[src/hw/dcache_params.svh]
`ifndef DCACHE_PARAMS_SVH
`define DCACHE_PARAMS_SVH

////////////////////////////////////////////////////////////////////////////
// Address split
////////////////////////////////////////////////////////////////////////////

// Processor byte address
`define DC_ADDR_WIDTH   32

`define DC_OFFSET_WIDTH 6   // 64 byte lines
`define DC_INDEX_WIDTH  8   // 256 sets

// Whatever is left above the index
`define DC_TAG_WIDTH    (`DC_ADDR_WIDTH - `DC_INDEX_WIDTH - `DC_OFFSET_WIDTH)

////////////////////////////////////////////////////////////////////////////
// Transaction ids and tag queue
////////////////////////////////////////////////////////////////////////////

`define DC_TID_WIDTH    8

// Entries in flight between tag read and tag return
`define DC_TQ_DEPTH     8

// Leaves room for the request already in the extractor
`define DC_TQ_AFULL     6

`endif

[src/hw/dcache_pkg.sv]
`include "dcache_params.svh"

package dcache_pkg;

	////////////////////////////////////////////////////////////////////////////
	// Request side
	////////////////////////////////////////////////////////////////////////////

	typedef struct packed {
		logic [`DC_ADDR_WIDTH-1:0] addr;
	} addr_req_t;

	// One outstanding tag lookup
	typedef struct packed {
		logic                      is_write;
		logic [`DC_TID_WIDTH-1:0]  tid;      // 0 for writes
		logic [`DC_ADDR_WIDTH-1:0] addr;     // Full address, tag compared later
	} tag_entry_t;

	////////////////////////////////////////////////////////////////////////////
	// Tag memory and result side
	////////////////////////////////////////////////////////////////////////////

	typedef struct packed {
		logic                     valid;
		logic [`DC_TAG_WIDTH-1:0] tag;
	} tag_word_t;

	typedef struct packed {
		logic                      is_write;
		logic [`DC_TID_WIDTH-1:0]  tid;
		logic [`DC_ADDR_WIDTH-1:0] addr;
		logic                      hit;
	} lookup_result_t;

	// Extractor FSM
	typedef enum logic [2:0] {
		IDLE,
		RD_ISSUE,   // Waiting for tag memory to take a read index
		RD_DONE,
		WR_ISSUE,   // Same for a write index
		WR_DONE
	} ext_state_e;

endpackage

[src/hw/dcache_lookup_top.sv]
`include "dcache_params.svh"

module dcache_lookup_top import dcache_pkg::*; (
	input  logic                      clk,
	input  logic                      rst_n,

	input  addr_req_t                 rd_req_i,
	input  logic                      rd_valid_i,
	output logic                      rd_ready_o,

	input  addr_req_t                 wr_req_i,
	input  logic                      wr_valid_i,
	output logic                      wr_ready_o,

	// Tag memory
	output logic [`DC_ADDR_WIDTH-1:0] mem_addr_o,
	output logic                      mem_valid_o,
	input  logic                      mem_ready_i,
	input  logic                      mem_rvalid_i,
	input  tag_word_t                 mem_rdata_i,

	output logic                      result_valid_o,
	output lookup_result_t            result_o
);

logic       tq_push;
tag_entry_t tq_entry;
logic       tq_afull;
tag_entry_t tq_head;
logic       tq_empty;
logic       tq_pop;

index_extractor u_extractor (
	.clk         (clk),
	.rst_n       (rst_n),
	.rd_req_i    (rd_req_i),
	.rd_valid_i  (rd_valid_i),
	.rd_ready_o  (rd_ready_o),
	.wr_req_i    (wr_req_i),
	.wr_valid_i  (wr_valid_i),
	.wr_ready_o  (wr_ready_o),
	.mem_addr_o  (mem_addr_o),
	.mem_valid_o (mem_valid_o),
	.mem_ready_i (mem_ready_i),
	.tq_afull_i  (tq_afull),
	.tq_push_o   (tq_push),
	.tq_entry_o  (tq_entry)
);

tag_fifo u_tag_fifo (
	.clk     (clk),
	.rst_n   (rst_n),
	.push_i  (tq_push),
	.entry_i (tq_entry),
	.pop_i   (tq_pop),
	.head_o  (tq_head),
	.empty_o (tq_empty),
	.afull_o (tq_afull)
);

tag_checker u_checker (
	.clk            (clk),
	.rst_n          (rst_n),
	.rvalid_i       (mem_rvalid_i),
	.rdata_i        (mem_rdata_i),
	.head_i         (tq_head),
	.empty_i        (tq_empty),
	.pop_o          (tq_pop),
	.result_valid_o (result_valid_o),
	.result_o       (result_o)
);

endmodule

[src/hw/index_extractor.sv]
`include "dcache_params.svh"

module index_extractor import dcache_pkg::*; (
	input  logic                      clk,
	input  logic                      rst_n,

	input  addr_req_t                 rd_req_i,
	input  logic                      rd_valid_i,
	output logic                      rd_ready_o,

	input  addr_req_t                 wr_req_i,
	input  logic                      wr_valid_i,
	output logic                      wr_ready_o,

	output logic [`DC_ADDR_WIDTH-1:0] mem_addr_o,
	output logic                      mem_valid_o,
	input  logic                      mem_ready_i,

	input  logic                      tq_afull_i,
	output logic                      tq_push_o,
	output tag_entry_t                tq_entry_o
);

localparam int IDX_LO = `DC_OFFSET_WIDTH;
localparam int IDX_HI = `DC_OFFSET_WIDTH + `DC_INDEX_WIDTH - 1;

ext_state_e                state, state_n;
logic                      prio_wr, prio_wr_n;      // Write wins the next tie
logic [`DC_TID_WIDTH-1:0]  tid_cnt, tid_cnt_n;
logic                      rdy_q, rdy_n;            // Shared by both channels
logic                      mem_valid_q, mem_valid_n;
logic                      push_q, push_n;
logic [`DC_ADDR_WIDTH-1:0] mem_addr_q, mem_addr_n;
tag_entry_t                entry_q, entry_n;
logic                      rd_fire, wr_fire;

// Keep only the set index, tag and offset cleared
function automatic logic [`DC_ADDR_WIDTH-1:0] index_only(input logic [`DC_ADDR_WIDTH-1:0] a);
	logic [`DC_ADDR_WIDTH-1:0] r;
	r = '0;
	r[IDX_HI:IDX_LO] = a[IDX_HI:IDX_LO];
	return r;
endfunction

////////////////////////////////////////////////////////////////////////////
// Handshake
////////////////////////////////////////////////////////////////////////////

// The loser of a tie never sees ready, so valid & ready is a real transfer
assign rd_ready_o = rdy_q & ~tq_afull_i & ~(wr_valid_i & prio_wr);
assign wr_ready_o = rdy_q & ~tq_afull_i & ~(rd_valid_i & ~prio_wr);

assign rd_fire = rd_valid_i & rd_ready_o;
assign wr_fire = wr_valid_i & wr_ready_o;

always_ff @(posedge clk) begin
	if (!rst_n) begin
		state       <= IDLE;
		prio_wr     <= 1'b0;
		tid_cnt     <= `DC_TID_WIDTH'(1);
		rdy_q       <= 1'b1;
		mem_valid_q <= 1'b0;
		push_q      <= 1'b0;
	end else begin
		state       <= state_n;
		prio_wr     <= prio_wr_n;
		tid_cnt     <= tid_cnt_n;
		rdy_q       <= rdy_n;
		mem_valid_q <= mem_valid_n;
		push_q      <= push_n;
	end
end

always_ff @(posedge clk) begin
	mem_addr_q <= mem_addr_n;
	entry_q    <= entry_n;
end

////////////////////////////////////////////////////////////////////////////
// FSM
////////////////////////////////////////////////////////////////////////////

always_comb begin
	state_n     = state;
	prio_wr_n   = prio_wr;
	tid_cnt_n   = tid_cnt;
	rdy_n       = rdy_q;
	mem_valid_n = mem_valid_q;
	push_n      = push_q;
	mem_addr_n  = mem_addr_q;
	entry_n     = entry_q;

	case (state)
		IDLE: begin
			if (rd_fire) begin
				mem_addr_n       = index_only(rd_req_i.addr);
				entry_n.is_write = 1'b0;
				entry_n.tid      = tid_cnt;
				entry_n.addr     = rd_req_i.addr;
				tid_cnt_n        = tid_cnt + 1'b1;   // Wraps
				prio_wr_n        = 1'b1;
				rdy_n            = 1'b0;
				mem_valid_n      = 1'b1;
				state_n          = RD_ISSUE;
			end else if (wr_fire) begin
				mem_addr_n       = index_only(wr_req_i.addr);
				entry_n.is_write = 1'b1;
				entry_n.tid      = '0;
				entry_n.addr     = wr_req_i.addr;
				prio_wr_n        = 1'b0;
				rdy_n            = 1'b0;
				mem_valid_n      = 1'b1;
				state_n          = WR_ISSUE;
			end
		end
		RD_ISSUE: begin
			if (mem_ready_i) begin
				mem_valid_n = 1'b0;
				push_n      = 1'b1;
				state_n     = RD_DONE;
			end
		end
		WR_ISSUE: begin
			if (mem_ready_i) begin
				mem_valid_n = 1'b0;
				push_n      = 1'b1;
				state_n     = WR_DONE;
			end
		end
		RD_DONE, WR_DONE: begin
			push_n  = 1'b0;
			rdy_n   = 1'b1;
			state_n = IDLE;
		end
		default: state_n = IDLE;
	endcase
end

assign mem_addr_o  = mem_addr_q;
assign mem_valid_o = mem_valid_q;
assign tq_push_o   = push_q;
assign tq_entry_o  = entry_q;

endmodule

[src/hw/tag_checker.sv]
`include "dcache_params.svh"

module tag_checker import dcache_pkg::*; (
	input  logic           clk,
	input  logic           rst_n,

	// Tag memory return, in request order
	input  logic           rvalid_i,
	input  tag_word_t      rdata_i,

	input  tag_entry_t     head_i,
	input  logic           empty_i,
	output logic           pop_o,

	output logic           result_valid_o,
	output lookup_result_t result_o
);

localparam int TAG_LO = `DC_OFFSET_WIDTH + `DC_INDEX_WIDTH;

logic [`DC_TAG_WIDTH-1:0] head_tag;
logic                     hit;
logic                     res_valid_q;
lookup_result_t           res_q;

////////////////////////////////////////////////////////////////////////////
// Compare
////////////////////////////////////////////////////////////////////////////

assign head_tag = head_i.addr[`DC_ADDR_WIDTH-1:TAG_LO];
assign hit      = rdata_i.valid & (rdata_i.tag == head_tag);

// Each return consumes the oldest outstanding lookup
assign pop_o = rvalid_i & ~empty_i;

////////////////////////////////////////////////////////////////////////////
// Result register
////////////////////////////////////////////////////////////////////////////

always_ff @(posedge clk) begin
	if (!rst_n)
		res_valid_q <= 1'b0;
	else
		res_valid_q <= pop_o;
end

always_ff @(posedge clk) begin
	if (pop_o) begin
		res_q.is_write <= head_i.is_write;
		res_q.tid      <= head_i.tid;
		res_q.addr     <= head_i.addr;
		res_q.hit      <= hit;
	end
end

assign result_valid_o = res_valid_q;
assign result_o       = res_q;

endmodule

[src/hw/tag_fifo.sv]
`include "dcache_params.svh"

module tag_fifo import dcache_pkg::*; (
	input  logic       clk,
	input  logic       rst_n,

	input  logic       push_i,
	input  tag_entry_t entry_i,

	input  logic       pop_i,
	output tag_entry_t head_o,

	output logic       empty_o,
	output logic       afull_o
);

localparam int DEPTH = `DC_TQ_DEPTH;
localparam int PTR_W = $clog2(DEPTH);
localparam int CNT_W = $clog2(DEPTH + 1);

tag_entry_t       mem [DEPTH];
logic [PTR_W-1:0] wr_ptr;
logic [PTR_W-1:0] rd_ptr;
logic [CNT_W-1:0] count;
logic             do_push, do_pop;

// Push into a full queue and pop from an empty one are dropped
assign do_push = push_i & (count != CNT_W'(DEPTH));
assign do_pop  = pop_i & (count != '0);

////////////////////////////////////////////////////////////////////////////
// Storage
////////////////////////////////////////////////////////////////////////////

always_ff @(posedge clk) begin
	if (do_push)
		mem[wr_ptr] <= entry_i;
end

////////////////////////////////////////////////////////////////////////////
// Pointers and occupancy
////////////////////////////////////////////////////////////////////////////

always_ff @(posedge clk) begin
	if (!rst_n) begin
		wr_ptr <= '0;
		rd_ptr <= '0;
		count  <= '0;
	end else begin
		if (do_push)
			wr_ptr <= (wr_ptr == PTR_W'(DEPTH - 1)) ? '0 : wr_ptr + 1'b1;
		if (do_pop)
			rd_ptr <= (rd_ptr == PTR_W'(DEPTH - 1)) ? '0 : rd_ptr + 1'b1;

		case ({do_push, do_pop})
			2'b10:   count <= count + 1'b1;
			2'b01:   count <= count - 1'b1;
			default: count <= count;   // Both or neither
		endcase
	end
end

assign head_o  = mem[rd_ptr];
assign empty_o = (count == '0);
assign afull_o = (count >= CNT_W'(`DC_TQ_AFULL));

endmodule

[config.mk]
export PLATFORM = sky130hd
export DESIGN_NAME = dcache_lookup_top
export DESIGN_NICKNAME = d
export VERILOG_FILES = /design/src/hw/dcache_pkg.sv /design/src/hw/dcache_lookup_top.sv /design/src/hw/index_extractor.sv /design/src/hw/tag_checker.sv /design/src/hw/tag_fifo.sv
export VERILOG_INCLUDE_DIRS = /design/src /design/src/hw
export SDC_FILE = /design/constraint.sdc
export NUM_CORES = 1
export LEC_CHECK = 0
export BUFFER_PORTS_ARGS = -buffer_cell sky130_fd_sc_hd__buf_2
export CAP_MARGIN = 30
export CORE_MARGIN = 2
export CORE_UTILIZATION = 30
export DETAILED_ROUTE_END_ITERATION = 8
export GPL_TIMING_DRIVEN = 0
export PLACE_DENSITY = 0.54
export SLEW_MARGIN = 20
export SYNTH_ARGS = -nofsm -noshare
export SYNTH_HDL_FRONTEND = slang
export SYNTH_SLANG_ARGS = --single-unit
[constraint.sdc]
create_clock -name clk -period 4.8 [get_ports clk]
set_input_delay 0.72 -clock clk [delete_from_list [all_inputs] [get_ports clk]]
set_output_delay 0.72 -clock clk [all_outputs]
set_load 0.005 [all_outputs]
==> results.py <==
metrics = {
    "grt": {
        "grt_start_max_net_pins": 43,
        "grt_usage_pct": 13.1,
        "overflow": 0,
        "grt_antenna_before_repair": 0,
        "grt_pass1_wl_um": 57400,
        "grt_pass1_vias": 9040,
    },
    "placed_design": {
        "place.gp.congestion": 0.721,
        "portBuffers": 142,
        "place_area_mm2": 0.0194,
        "dp_hpwl_um": 26600,
    },
    "synth": {
        "ys_types": 48,
        "netlist_instances": 921,
        "async_reset_ff_share_pct": 0,
        "avgSynthCellArea_um2": 18.6,
        "yosys.area.top_type_share_pct": 72.0,
        "synth_area_leaders": "edfxtp_1, mux4_2, dfxtp_1, mux2_2, nand2_1",
        "synth_xor_area_share_pct": 1.53,
        "ys.flop_type": "edfxtp_1",
        "yosys.area_share.simple_pct": 4.81,
        "synth.largest_area_cell": "edfxtp_1",
        "ys_warn_count": 0,
        "syn_area_mm2": 0.0171,
        "synthMuxAreaShare_pct": 13.2,
        "seq_area_frac_synth_pct": 75.4,
        "synth_compound_area_share_pct": 1.59,
        "synthAdderAreaFrac_pct": 0.701,
        "synth_seq_cells": 440,
        "synth_top_family_by_area": "multiplexers",
        "synth-edff-count": 411,
    },
    "critical_path": {
        "reg2reg_setup_slack_ps": 1290,
        "ff2ff_path_depth": 8,
        "cp_slowest_cell": "buf_1",
        "slowest_delay_ps": 690,
        "cp_common_cell": "buf_2",
        "endpoint_kind": "flip-flop",
        "startpoint_type": "flip-flop",
        "path_class": "reg2reg",
        "cp_cell_sequence": "buf_2 > buf_2 > buf_2 > buf_4 > buf_2 > buf_1 > mux4_2 > mux2_2",
        "cp_num_buf_inv": 6,
        "arrival_ps": 3820,
        "cp.depth": 8,
        "crit_required_ps": 5110,
        "critical_path.top_delay_family": "buffers and inverters",
        "crit_fanout": 10,
    },
    "timing": {
        "relSlewSlack_pct": 37.2,
        "period_needed_ps": 3510,
        "worst_pin_slew_ps": 943,
        "setup_violations": 0,
        "slew_violations": 0,
        "skew_ps": 23.4,
        "max_freq_mhz": 285,
        "rsz0062_at_grt": "false",
        "fin_crit_sh_pct": 73.2,
        "hold_viol_final": 0,
    },
    "power_and_ir_drop": {
        "p_seq_share_pct": 50.4,
        "p_int_mw": 7.81,
        "power_density_mw_per_mm2": 506,
        "ir_worst_vdd_uv": 225,
        "leakage_nw": 7.24,
        "clockPowerShare_pct": 33.2,
        "p_comb_share_pct": 16.4,
        "power.total_mw": 10.6,
        "switching_share_pct": 26.3,
        "switching_power_mw": 2.79,
    },
    "clock_network": {
        "htreeDepth": 2,
        "clk_latency_ps": 580,
        "root_buffer": "clkbuf_16",
        "numCtsBuffers": 48,
        "clk_pin_slew_ps": 60,
        "tritoncts": "built",
        "cts_buffer_depth": 3,
        "cts_sinks": 440,
        "ctsResizeCount": 0,
        "cts_hold_buf": 0,
        "cts_setup_buffers": 0,
    },
    "finish": {
        "fin_area_mm2": 0.0209,
        "drive_gt1_share_pct": 34.0,
        "nets": 1278,
        "areaGrowthSynthToFinish_pct": 22.2,
        "antennaDiodeCount": 0,
    },
    "routing": {
        "totalWireLength_um": 39100,
        "drtPass1Iterations": 7,
        "drt-vias-per-instance": 4.48,
        "vias": 8842,
        "final_antenna_net_count": 0,
        "first_iter_violations": 587,
        "routedWlPerCell_um": 19.8,
        "post-route-drc-count": 0,
    },
    "floorplan": {
        "io_pins": 167,
        "fp.dieW_um": 243,
        "core_region_area_mm2": 0.0564,
        "die_area_mm2": 0.0590,
        "die_h_um": 243,
        "start_util_pct": 30.4,
        "row_count": 87,
    },
    "min_path": {
        "hold_depth": 2,
        "min-delay-path-class": "in2reg",
    },
    "run_status": {
        "outcome": "finished clean",
    },
    "job": {
        "drv_cap": 0,
    },
}
==> cells by family (layout without fill, tap and decap cells) <==
kind of cell             Yosys count  count (layout)
multiplexers                     130             130
flip-flops                       440             440
adder cells (fa/ha/maj)            9               9
buffers and inverters             81             353
AO/OA/AOI/OAI                     42              42
XOR/XNOR                          29              29
AND/OR/NAND/NOR                  189             189
other                              1              24
==> stage by stage <==
step | worst slack, ps | hold slack [ps] | util (%) | TNS, ps | cells
final | 1290 | 393 | 37.1 | 0 | 1972
after CTS | 1210 | 351 | 37.1 | 0 | 1971
after global placement | -3030 | 464 | 33.5 | -743490 | 1842
after global routing | 1100 | 376 | 37.1 | 0 | 1972
after detailed placement | 1210 | 468 | 34.5 | 0 | 1885
after floorplan | 310 | 454 | - | 0 | 944
==> flip-flops by register name, indices dropped and copies added (netlist names), named ones only <==
signal                    flops
u_extractor.mem_valid_o       1
u_tag_fifo.rd_ptr             3
u_tag_fifo.mem              328
u_extractor.tq_push_o         1
u_checker.result_valid_o      1
u_extractor.mem_addr_o        7
u_extractor.tid_cnt           8
u_extractor.state             3
u_checker.result_o           42
u_extractor.tq_entry_o       34
u_extractor.prio_wr           1
u_tag_fifo.wr_ptr             3
u_extractor.rdy_q             1
u_tag_fifo.count              4
==> power by group through the flow <==
stage / Combinational, mW / Clock, mW / Sequential (mW)
after global placement: 1.70 / 0 / 5.43
after CTS: 1.79 / 3.63 / 5.34
after floorplan: 1.08 / 0 / 5.30
final: 1.74 / 3.52 / 5.34
after global routing: 1.91 / 3.79 / 5.40
after detailed placement: 1.79 / 0 / 5.42
==> worst reg2reg max path, delay by kind of cell (launching register included) <==
kind	cells	cell delay (ps)
flip-flops	1	300
multiplexers	2	730
buffers and inverters	6	2230
==> path summary, 6_finish.rpt <==
kind | startpoint | to
worst min-delay path | rst_n | u_extractor.tid_cnt[0]
worst max-delay path | flip-flop | u_checker.result_o[8]
worst min register to register | u_extractor.mem_valid_o | u_extractor.mem_valid_o
worst max register to register | flip-flop | u_checker.result_o[8]
==> area by class of cell <==
class / count / area (um2)
clock buffers: 56 / 1250
well taps: 756 / 946
repair buffers: 186 / 1210
flip-flops and latches: 440 / 12900
multi-input cells: 423 / 3890
clock inverters: 30 / 248
fillers: 5364 / 35400
inverters: 13 / 51.3
plain buffers: 68 / 418
==> cells in the mapped netlist (7+ instances only) <==
master / count
buf_4: 33
xor2_1: 8
nor2_1: 30
mux2_2: 42
xnor2_1: 20
nand2_1: 111
nor3_1: 9
inv_1: 12
ha_1: 8
mux2i_1: 18
edfxtp_1: 411
mux4_1: 13
and2_1: 7
clkbuf_1: 17
buf_2: 12
a21oi_1: 15
dfxtp_1: 29
mux4_2: 55
==> layer usage <==
layer  track usage (%)  wire length, um  vias to the layer above
met2              22.1            19200                      253
met1              17.3            17100                     4490
met4              3.43              649                        0
met5                 0                0                        -
met3              2.63             2140                       48
li1                  -                -                     4051
==> placed cells by master, fill, tap and decap left out, types with 24 or more instances in the layout <==
| cell type | n |
|---|---|
| edfxtp_1 | 411 |
| buf_2 | 154 |
| nand2_1 | 111 |
| buf_4 | 57 |
| mux4_2 | 55 |
| clkbuf_16 | 49 |
| mux2_2 | 42 |
| dfxtp_1 | 29 |
| nor2_1 | 27 |
| clkbuf_1 | 24 |
| conb_1 | 24 |
Power figures use the tool's default switching activity.
